### src/rtl/isaPkg.sv
package isaPkg;

	localparam int dataWidth = 32;	// Register and memory word
	localparam int regCount = 32;
	localparam int addrWidth = 9;	// 512-byte address space

	typedef logic [dataWidth-1:0] dataWord;
	typedef logic [addrWidth-1:0] memAddr;
	typedef logic [$clog2(regCount)-1:0] regAddr;
	typedef logic [5:0] opcodeField;	// IR[31:26]
	typedef logic [5:0] functField;	// IR[5:0]
	typedef logic [15:0] immField;

	// Primary opcodes
	localparam opcodeField opRType = 6'h00;
	localparam opcodeField opBeq = 6'h04;
	localparam opcodeField opBne = 6'h05;
	localparam opcodeField opBlez = 6'h06;
	localparam opcodeField opBgtz = 6'h07;
	localparam opcodeField opAddi = 6'h08;
	localparam opcodeField opAddiu = 6'h09;
	localparam opcodeField opSlti = 6'h0A;
	localparam opcodeField opAndi = 6'h0C;
	localparam opcodeField opOri = 6'h0D;
	localparam opcodeField opXori = 6'h0E;
	localparam opcodeField opLui = 6'h0F;
	localparam opcodeField opLw = 6'h23;
	localparam opcodeField opSw = 6'h2B;

	// R-type funct codes
	localparam functField fnAdd = 6'h20;
	localparam functField fnAddu = 6'h21;
	localparam functField fnSub = 6'h22;
	localparam functField fnSubu = 6'h23;
	localparam functField fnAnd = 6'h24;
	localparam functField fnOr = 6'h25;
	localparam functField fnXor = 6'h26;
	localparam functField fnNor = 6'h27;
	localparam functField fnSlt = 6'h2A;
	localparam functField fnSltu = 6'h2B;

endpackage
### src/rtl/ctrlPkg.sv
package ctrlPkg;

	typedef enum logic [2:0] {
		sFetchReq,
		sFetchWait,
		sDecode,
		sExecute,
		sLoadReq,
		sLoadWait,
		sStoreReq,
		sStoreWait
	} cpuState;

	typedef enum logic [3:0] {
		aluAdd, aluSub, aluAnd, aluOr, aluXor, aluNor, aluSlt, aluSltu, aluLui
	} aluOp;

	typedef enum logic [1:0] {srcReg, srcSignImm, srcZeroImm} aluSrcSel;
	typedef enum logic {dstRt, dstRd} regDstSel;
	typedef enum logic {inAlu, inMem} regInSel;

	typedef struct packed {
		logic memStart;	// Launch a bus request
		logic memWrite;	// Direction of that request
		logic addrFromAlu;	// Data access, else fetch
		logic irLoad;
		logic pcLoad;	// PC + 4
		logic branchEval;
		logic regWrite;
		regDstSel regDst;
		regInSel regIn;
		aluSrcSel aluSrc;
		aluOp alu;
	} ctrlWord;

	typedef struct packed {
		isaPkg::memAddr addr;
		isaPkg::dataWord writeData;
		logic read;
		logic write;
	} memReq;

endpackage

### src/rtl/mipsProcessor.sv
`timescale 1ns/1ps

module mipsProcessor (
	input logic CLK,
	input logic reset,
	input isaPkg::dataWord memReadData,
	input logic memReady,
	output ctrlPkg::memReq memRequest
);
	import isaPkg::*;
	import ctrlPkg::*;

	ctrlWord ctrl;
	logic memDone;
	dataWord readWord;	// MDR
	opcodeField opcode;
	functField funct;
	memAddr pcValue;
	dataWord aluResult;
	dataWord storeData;

	memPort bus (
		.CLK(CLK),
		.reset(reset),
		.ctrl(ctrl),
		.pcValue(pcValue),
		.aluResult(aluResult),
		.storeData(storeData),
		.memReadData(memReadData),
		.memReady(memReady),
		.memRequest(memRequest),
		.memDone(memDone),
		.readWord(readWord)
	);

	controlUnit control (.CLK(CLK), .reset(reset), .opcode(opcode), .funct(funct),
		.memDone(memDone), .ctrl(ctrl));

	dataPath datapath (.CLK(CLK), .reset(reset), .ctrl(ctrl), .readWord(readWord),
		.opcode(opcode), .funct(funct), .pcValue(pcValue), .aluResult(aluResult),
		.storeData(storeData));

endmodule

### src/rtl/dataPath.sv
`timescale 1ns/1ps

module dataPath (
	input logic CLK,
	input logic reset,
	input ctrlPkg::ctrlWord ctrl,
	input isaPkg::dataWord readWord,
	output isaPkg::opcodeField opcode,
	output isaPkg::functField funct,
	output isaPkg::memAddr pcValue,
	output isaPkg::dataWord aluResult,
	output isaPkg::dataWord storeData
);
	import isaPkg::*;
	import ctrlPkg::*;

	memAddr pc;
	dataWord ir;
	regAddr rs, rt, rd;
	regAddr destReg;
	immField imm;
	dataWord rsValue, rtValue;
	dataWord signImm, zeroImm;
	dataWord operandB;
	dataWord writeBack;
	logic taken;

	assign opcode = ir[31:26];
	assign rs = ir[25:21];
	assign rt = ir[20:16];
	assign rd = ir[15:11];
	assign imm = ir[15:0];
	assign funct = ir[5:0];

	assign signImm = {{16{imm[15]}}, imm};
	assign zeroImm = {16'b0, imm};	// ANDI, ORI, XORI, LUI

	always_comb begin
		case (ctrl.aluSrc)
			srcSignImm: operandB = signImm;
			srcZeroImm: operandB = zeroImm;
			default: operandB = rtValue;
		endcase
	end

	assign destReg = (ctrl.regDst == dstRd) ? rd : rt;
	assign writeBack = (ctrl.regIn == inMem) ? readWord : aluResult;

	// Branch compares register contents
	always_comb begin
		case (opcode)
			opBeq: taken = (rsValue == rtValue);
			opBne: taken = (rsValue != rtValue);
			opBgtz: taken = (signed'(rsValue) > 32'sd0);
			opBlez: taken = (signed'(rsValue) <= 32'sd0);
			default: taken = 1'b0;
		endcase
	end

	// PC already holds PC + 4 when a branch is evaluated
	always_ff @(posedge CLK) begin
		if (reset) begin
			pc <= '0;
		end else if (ctrl.pcLoad) begin
			pc <= pc + memAddr'(4);
		end else if (ctrl.branchEval && taken) begin
			pc <= pc + memAddr'({imm, 2'b00});	// Wraps at 512
		end
	end

	always_ff @(posedge CLK) begin
		if (ctrl.irLoad) begin
			ir <= readWord;
		end
	end

	registerFile regs (
		.CLK(CLK),
		.reset(reset),
		.readAddrA(rs),
		.readAddrB(rt),
		.writeAddr(destReg),
		.writeData(writeBack),
		.writeEnable(ctrl.regWrite),
		.readDataA(rsValue),
		.readDataB(rtValue)
	);

	alu mainAlu (
		.op(ctrl.alu),
		.a(rsValue),
		.b(operandB),
		.result(aluResult)
	);

	assign pcValue = pc;
	assign storeData = rtValue;	// SW writes rt

endmodule

### src/rtl/alu.sv
`timescale 1ns/1ps

module alu (
	input ctrlPkg::aluOp op,
	input isaPkg::dataWord a,
	input isaPkg::dataWord b,
	output isaPkg::dataWord result
);
	import isaPkg::*;
	import ctrlPkg::*;

	always_comb begin
		case (op)
			aluAdd: begin
				result = a + b;	// Wraps, no overflow trap
			end
			aluSub: begin
				result = a - b;
			end
			aluAnd: begin
				result = a & b;
			end
			aluOr: begin
				result = a | b;
			end
			aluXor: begin
				result = a ^ b;
			end
			aluNor: begin
				result = ~(a | b);
			end
			aluSlt: begin
				result = dataWord'(signed'(a) < signed'(b));
			end
			aluSltu: begin
				result = dataWord'(a < b);
			end
			aluLui: begin
				result = {b[15:0], 16'b0};	// Immediate into upper half
			end
			default: begin
				result = '0;
			end
		endcase
	end

endmodule

### src/rtl/registerFile.sv
`timescale 1ns/1ps

module registerFile (
	input logic CLK,
	input logic reset,
	input isaPkg::regAddr readAddrA,
	input isaPkg::regAddr readAddrB,
	input isaPkg::regAddr writeAddr,
	input isaPkg::dataWord writeData,
	input logic writeEnable,
	output isaPkg::dataWord readDataA,
	output isaPkg::dataWord readDataB
);
	import isaPkg::*;

	dataWord regs [regCount];

	always_ff @(posedge CLK) begin
		if (reset) begin
			for (int i = 0; i < regCount; i++) begin
				regs[i] <= '0;
			end
		end else if (writeEnable) begin
			regs[writeAddr] <= writeData;
		end
	end

	// R0 is hardwired to zero
	assign readDataA = (readAddrA == '0) ? '0 : regs[readAddrA];
	assign readDataB = (readAddrB == '0) ? '0 : regs[readAddrB];

endmodule

### src/rtl/controlUnit.sv
`timescale 1ns/1ps

module controlUnit (
	input logic CLK,
	input logic reset,
	input isaPkg::opcodeField opcode,
	input isaPkg::functField funct,
	input logic memDone,
	output ctrlPkg::ctrlWord ctrl
);
	import isaPkg::*;
	import ctrlPkg::*;

	cpuState state;
	cpuState nextState;
	logic validOp;	// Known opcode
	logic writesReg;	// ALU result goes to a register
	logic isBranch;
	logic isLoad;
	logic isStore;
	aluOp opAlu;
	aluSrcSel srcSel;
	regDstSel dstSel;

	always_ff @(posedge CLK) begin
		if (reset) begin
			state <= sFetchReq;
		end else begin
			state <= nextState;
		end
	end

	// Instruction decode
	always_comb begin
		validOp = 1'b1;
		writesReg = 1'b1;
		isBranch = 1'b0;
		isLoad = 1'b0;
		isStore = 1'b0;
		opAlu = aluAdd;
		srcSel = srcSignImm;
		dstSel = dstRt;
		case (opcode)
			opRType: begin
				srcSel = srcReg;
				dstSel = dstRd;
				case (funct)
					fnAdd, fnAddu: opAlu = aluAdd;
					fnSub, fnSubu: opAlu = aluSub;
					fnAnd: opAlu = aluAnd;
					fnOr: opAlu = aluOr;
					fnXor: opAlu = aluXor;
					fnNor: opAlu = aluNor;
					fnSlt: opAlu = aluSlt;
					fnSltu: opAlu = aluSltu;
					default: writesReg = 1'b0;	// Unknown funct does nothing
				endcase
			end
			opAddi, opAddiu: opAlu = aluAdd;
			opSlti: opAlu = aluSlt;
			opAndi: {opAlu, srcSel} = {aluAnd, srcZeroImm};
			opOri: {opAlu, srcSel} = {aluOr, srcZeroImm};
			opXori: {opAlu, srcSel} = {aluXor, srcZeroImm};
			opLui: {opAlu, srcSel} = {aluLui, srcZeroImm};
			opLw: {isLoad, writesReg} = 2'b10;	// Written later from memory
			opSw: {isStore, writesReg} = 2'b10;
			opBeq, opBne, opBgtz, opBlez: {isBranch, writesReg} = 2'b10;
			default: {validOp, writesReg} = 2'b00;
		endcase
	end

	always_comb begin
		nextState = state;
		case (state)
			sFetchReq: nextState = sFetchWait;
			sFetchWait: if (memDone) nextState = sDecode;
			sDecode: nextState = validOp ? sExecute : sFetchReq;
			sExecute: nextState = isLoad ? sLoadReq : (isStore ? sStoreReq : sFetchReq);
			sLoadReq: nextState = sLoadWait;
			sLoadWait: if (memDone) nextState = sFetchReq;
			sStoreReq: nextState = sStoreWait;
			sStoreWait: if (memDone) nextState = sFetchReq;
			default: nextState = sFetchReq;
		endcase
	end

	always_comb begin
		ctrl = '0;
		ctrl.alu = opAlu;
		ctrl.aluSrc = srcSel;
		ctrl.regDst = dstSel;
		ctrl.regIn = inAlu;
		case (state)
			sFetchReq: ctrl.memStart = 1'b1;
			sFetchWait: ctrl.irLoad = memDone;
			sDecode: ctrl.pcLoad = 1'b1;
			sExecute: {ctrl.regWrite, ctrl.branchEval} = {writesReg, isBranch};
			sLoadReq: {ctrl.memStart, ctrl.addrFromAlu} = 2'b11;
			sLoadWait: {ctrl.regWrite, ctrl.regIn} = {memDone, inMem};	// LW targets rt
			sStoreReq: {ctrl.memStart, ctrl.memWrite, ctrl.addrFromAlu} = 3'b111;
			default: ;
		endcase
	end

endmodule

### src/rtl/memPort.sv
`timescale 1ns/1ps

module memPort (
	input logic CLK,
	input logic reset,
	input ctrlPkg::ctrlWord ctrl,
	input isaPkg::memAddr pcValue,
	input isaPkg::dataWord aluResult,
	input isaPkg::dataWord storeData,
	input isaPkg::dataWord memReadData,
	input logic memReady,
	output ctrlPkg::memReq memRequest,
	output logic memDone,
	output isaPkg::dataWord readWord
);
	import isaPkg::*;

	logic readReq;
	logic writeReq;
	memAddr addrReg;
	dataWord dataReg;

	assign memDone = (readReq | writeReq) & memReady;	// Accepting edge

	// Strobes rise the cycle after memStart and drop after acceptance
	always_ff @(posedge CLK) begin
		if (reset) begin
			readReq <= 1'b0;
			writeReq <= 1'b0;
		end else if (ctrl.memStart) begin
			readReq <= ~ctrl.memWrite;
			writeReq <= ctrl.memWrite;
		end else if (memDone) begin
			readReq <= 1'b0;
			writeReq <= 1'b0;
		end
	end

	always_ff @(posedge CLK) begin
		if (ctrl.memStart) begin
			addrReg <= ctrl.addrFromAlu ? aluResult[addrWidth-1:0] : pcValue;
			dataReg <= storeData;	// Held until accepted
		end
	end

	// IR and load writeback take the word on the accepting edge itself
	assign readWord = memReadData;

	assign memRequest = '{
		addr: addrReg,
		writeData: dataReg,
		read: readReq,
		write: writeReq
	};

endmodule

### config.mk
export PLATFORM = sky130hd
export DESIGN_NAME = mipsProcessor
export DESIGN_NICKNAME = d
export VERILOG_FILES = /design/src/rtl/isaPkg.sv /design/src/rtl/ctrlPkg.sv /design/src/rtl/mipsProcessor.sv /design/src/rtl/dataPath.sv /design/src/rtl/alu.sv /design/src/rtl/registerFile.sv /design/src/rtl/controlUnit.sv /design/src/rtl/memPort.sv
export SDC_FILE = /design/constraint.sdc
export NUM_CORES = 2
export LEC_CHECK = 0
export BUFFER_PORTS_ARGS = -buffer_cell sky130_fd_sc_hd__buf_2
export CELL_PAD_IN_SITES_DETAIL_PLACEMENT = 0
export CELL_PAD_IN_SITES_GLOBAL_PLACEMENT = 2
export CORE_MARGIN = 8
export CORE_UTILIZATION = 47
export CTS_BUF_LIST = sky130_fd_sc_hd__clkbuf_8
export DETAILED_ROUTE_END_ITERATION = 16
export PLACE_DENSITY = 0.86
export SYNTH_ARGS = -nofsm -noshare
export SYNTH_HDL_FRONTEND = slang
export SYNTH_SLANG_ARGS = --single-unit
### constraint.sdc
create_clock -name CLK -period 6.2 [get_ports CLK]
set_clock_uncertainty 0.1 [all_clocks]
set_input_delay 0.93 -clock CLK [delete_from_list [all_inputs] [get_ports CLK]]
set_output_delay 0.93 -clock CLK [all_outputs]
set_load 0.01 [all_outputs]
==> key figures <==
Run status
  – Status: finished clean

Global route
  – Total track usage: 30.69%
  – Largest net degree at the start of global routing: 52
  – Vias in the first global route: 45,140
  – Initial antenna violation count: 3
  – First-pass GRT wire length: 317.6 mm
  – Final global-route overflow total: 0

STA
  – Setup ws final: 0.1595 ns
  – Final Max Slew Viols: 0
  – Setup_tns: 0 ns
  – Final hold vios: 0
  – Tcrit/Tclk final: 97.43%
  – Fmax achieved: 165.5 MHz
  – Crit path time final: 6.041 ns
  – Worst-Margin Slew: 1.207 ns
  – Max-slew headroom: 19.54%
  – Final setup fails: 0

Floorplan
  – Die Footprint: 0.1439 mm^2
  – Initial core utilization: 47.26%
  – Die Y-Extent: 379.4 um
  – Ports: 78
  – CORE AREA: 0.1313 mm^2
  – Chip width: 379.4 um
  – Core Rows: 133

Yosys
  – Number of flops mapped to enable cells by yosys: 1,097
  – Async S/R FF share, synth: 0%
  – Yosys warnings: 0
  – Post-synthesis cell type count: 88
  – Synth top area cells: edfxtp_1 (53%), mux4_2 (17%), nor2_1 (6.5%)
  – Yosys top cell by area: edfxtp_1
  – Yosys reg bits: 1,119
  – Sequential fraction of the synthesis area: 53.80%
  – Syn nets: 4,881
  – Yosys top cell area share: 53.09%
  – Avg Inst Size Synth: 13.09 um^2
  – Synthesized area: 0.06205 mm^2
  – Top post-synthesis cells by count: edfxtp_1 (1,097), nor2_1 (1,074), mux4_2 (477)
  – Synth Flop Type: edfxtp_1
  – Most numerous cell in the Yosys netlist: edfxtp_1
  – Synth Instances: 4,741

Clock tree
  – Clock buffer count from CTS: 186
  – Clk sinks: 1,119
  – CTS tree: yes
  – Skew-Pair Late Insertion Delay: 0.95 ns
  – Reg clk slew, reported paths: 0.07 ns
  – CTS max path bufs: 3
  – Clk root buf: clkbuf_8
  – Hold-fix buffers, CTS: 0
  – H-tree depth: 4

Power and ir drop
  – Power per standard cell area: 267.7 mW/mm^2
  – Peak supply drop: 0.2274 mV
  – P_leak: 0.02631 uW

Critical path
  – Setup crit end kind: flip-flop
  – CP Class: reg -> reg
  – Worst EP required: 6.73 ns
  – CP dominant cell by count: buf_4
  – CP Launch Type: flip-flop
  – Critical path fanouts, max: 16
  – CP max-delay cell: mux4_2
  – Arr. time, crit path: 6.57 ns
  – Critical path's largest stage delay: 0.49 ns

Cells and area
  – Fin nets: 5,202
  – Final core occ: 54.21%
  – Syn-to-layout area delta: 14.70%
  – Ratio of cells with drive above 1 in the final layout: 28.02%

Detailed routing
  – Routed vias: 45,545
  – Final WL: 225.3 mm
  – DR vias/cell: 6.531
  – DRC viols: 0
  – Initial DRT Pass Iterations: 6
  – DR WL/cell: 32.30 um
  – Remaining antenna violation count: 0
  – Detailed Route Iter0 Violations: 6,159

Placement
  – GP Congestion: 1.013
  – Post-DP HPWL: 152.9 mm
  – Port buffer count: 77
  – DP Worst Slack: -0.3165 ns

Worst hold path
  – Hold WC Path Type: in -> reg

Flow run
  – Max Cap Viol: 0
[cell type report]
type | count | area, um^2
fill | 10837 | 60120
sequential | 1119 | 33410
multi-input combinational | 3036 | 26460
timing repair buffer | 599 | 5150
clock buffer | 193 | 2656
tap | 1755 | 2196
clock inverter | 144 | 830.8
inverter | 120 | 450.4
antenna | 8 | 20.02
[flip-flops by register name, summed over array words and instances (netlist names), named ones only]
name,flops
datapath.pcValue,7
bus.dataReg,32
control.state,3
datapath.ir,32
bus.writeReq,1
bus.readReq,1
bus.addrReg,9
datapath.regs.regs,1024
[critical path, delay by kind of cell (launching register included)]
family                   cells  cell delay [ns]
buffers and inverters        7             1.11
adder cells (fa/ha/maj)      2             0.70
multiplexers                 2             0.66
AND/OR/NAND/NOR              2             0.55
flip-flops                   1             0.38
AO/OA/AOI/OAI               13             2.19
[where the power goes]
| group | total [uW] | switching, uW | leakage (uW) | internal (uW) |
|---|---|---|---|---|
| Sequential | 8710 | 144 | 0.0115 | 8570 |
| Clock | 6320 | 3170 | 0.00200 | 3160 |
| Combinational | 4020 | 2510 | 0.0129 | 1500 |
[logic make-up (layout without fill, tap and decap cells)]
family | count (synthesis) | after routing | share of synthesized area, %
fa+ha+maj | 105 | 105 | 2.154
simple gates | 1579 | 1579 | 10.73
other cells | 0 | 8 | 0
mux | 615 | 615 | 20.51
buf+inv | 586 | 1056 | 4.484
compound gates | 684 | 684 | 7.572
flops | 1119 | 1119 | 53.80
xor+xnor | 53 | 53 | 0.7481
[per-layer routing]
metal / up-vias / share of wire (%) / global-route usage [%]
li1: 18804 / - / -
met2: 3149 / 47 / 50.17
met1: 22884 / 35 / 37.90
met5: - / 0 / 0
met3: 708 / 12 / 8.081
met4: 0 / 5.8 / 15.19
[final timing paths]
path                             startpoint                                       to  slack [ns]  cells after the start
hold / removal              memReadData[11]                datapath.ir[11]$_DFFE_PP_        0.09                      1
setup reg to reg                  flip-flop  datapath.regs.regs[20][0]$_SDFFCE_PN0P_        0.16                     26
setup / recovery                  flip-flop  datapath.regs.regs[20][0]$_SDFFCE_PN0P_        0.16                     26
hold reg to reg   datapath.ir[21]$_DFFE_PP_                                flip-flop        0.38                      2
[through the flow]
| stage | area, um^2 | cells | hold slack [ns] | total power, uW |
|---|---|---|---|---|
| 2_1_floorplan | 62050 | 4741 | 0.3318 | 10920 |
| 3_3_place_gp | 67300 | 6614 | 0.3627 | 12710 |
| 3_5_place_dp | 67300 | 6614 | 0.3548 | 12740 |
| 4_1_cts | 70820 | 6952 | 0.02458 | 18960 |
| 5_1_grt | 71170 | 6971 | 0.05171 | 19550 |
| 6_report | 71170 | 6974 | 0.08874 | 19050 |
[cell usage in the layout, fill, tap and decap left out, types with 20 or more instances in the layout]
master / count
edfxtp_1: 1097
nor2_1: 1065
mux4_2: 477
buf_4: 454
clkbuf_8: 193
inv_1: 175
nand2_1: 164
a21oi_1: 118
ha_1: 102
a22oi_1: 101
nor3_1: 95
mux2i_1: 92
o21ai_0: 81
o22ai_1: 79
buf_2: 77
a211oi_1: 75
buf_12: 61
nand3_1: 54
clkinv_1: 46
mux4_1: 37
xnor2_1: 32
nand2b_2: 32
a221oi_1: 25
nor2b_1: 21
xor2_1: 21
a21o_1: 21
clkinv_2: 20
[what timing repair did]
| action | CTS | global route |
|---|---|---|
| pin swaps | 1 | 5 |
| endpoints found under the hold margin | 0 | 0 |
| setup endpoints to repair | 222 | 382 |
| gates resized for setup | 6 | 36 |
| setup buffers | 1 | 12 |
| gates cloned | 0 | 2 |
No activity file was read; power rests on OpenSTA's default activity.
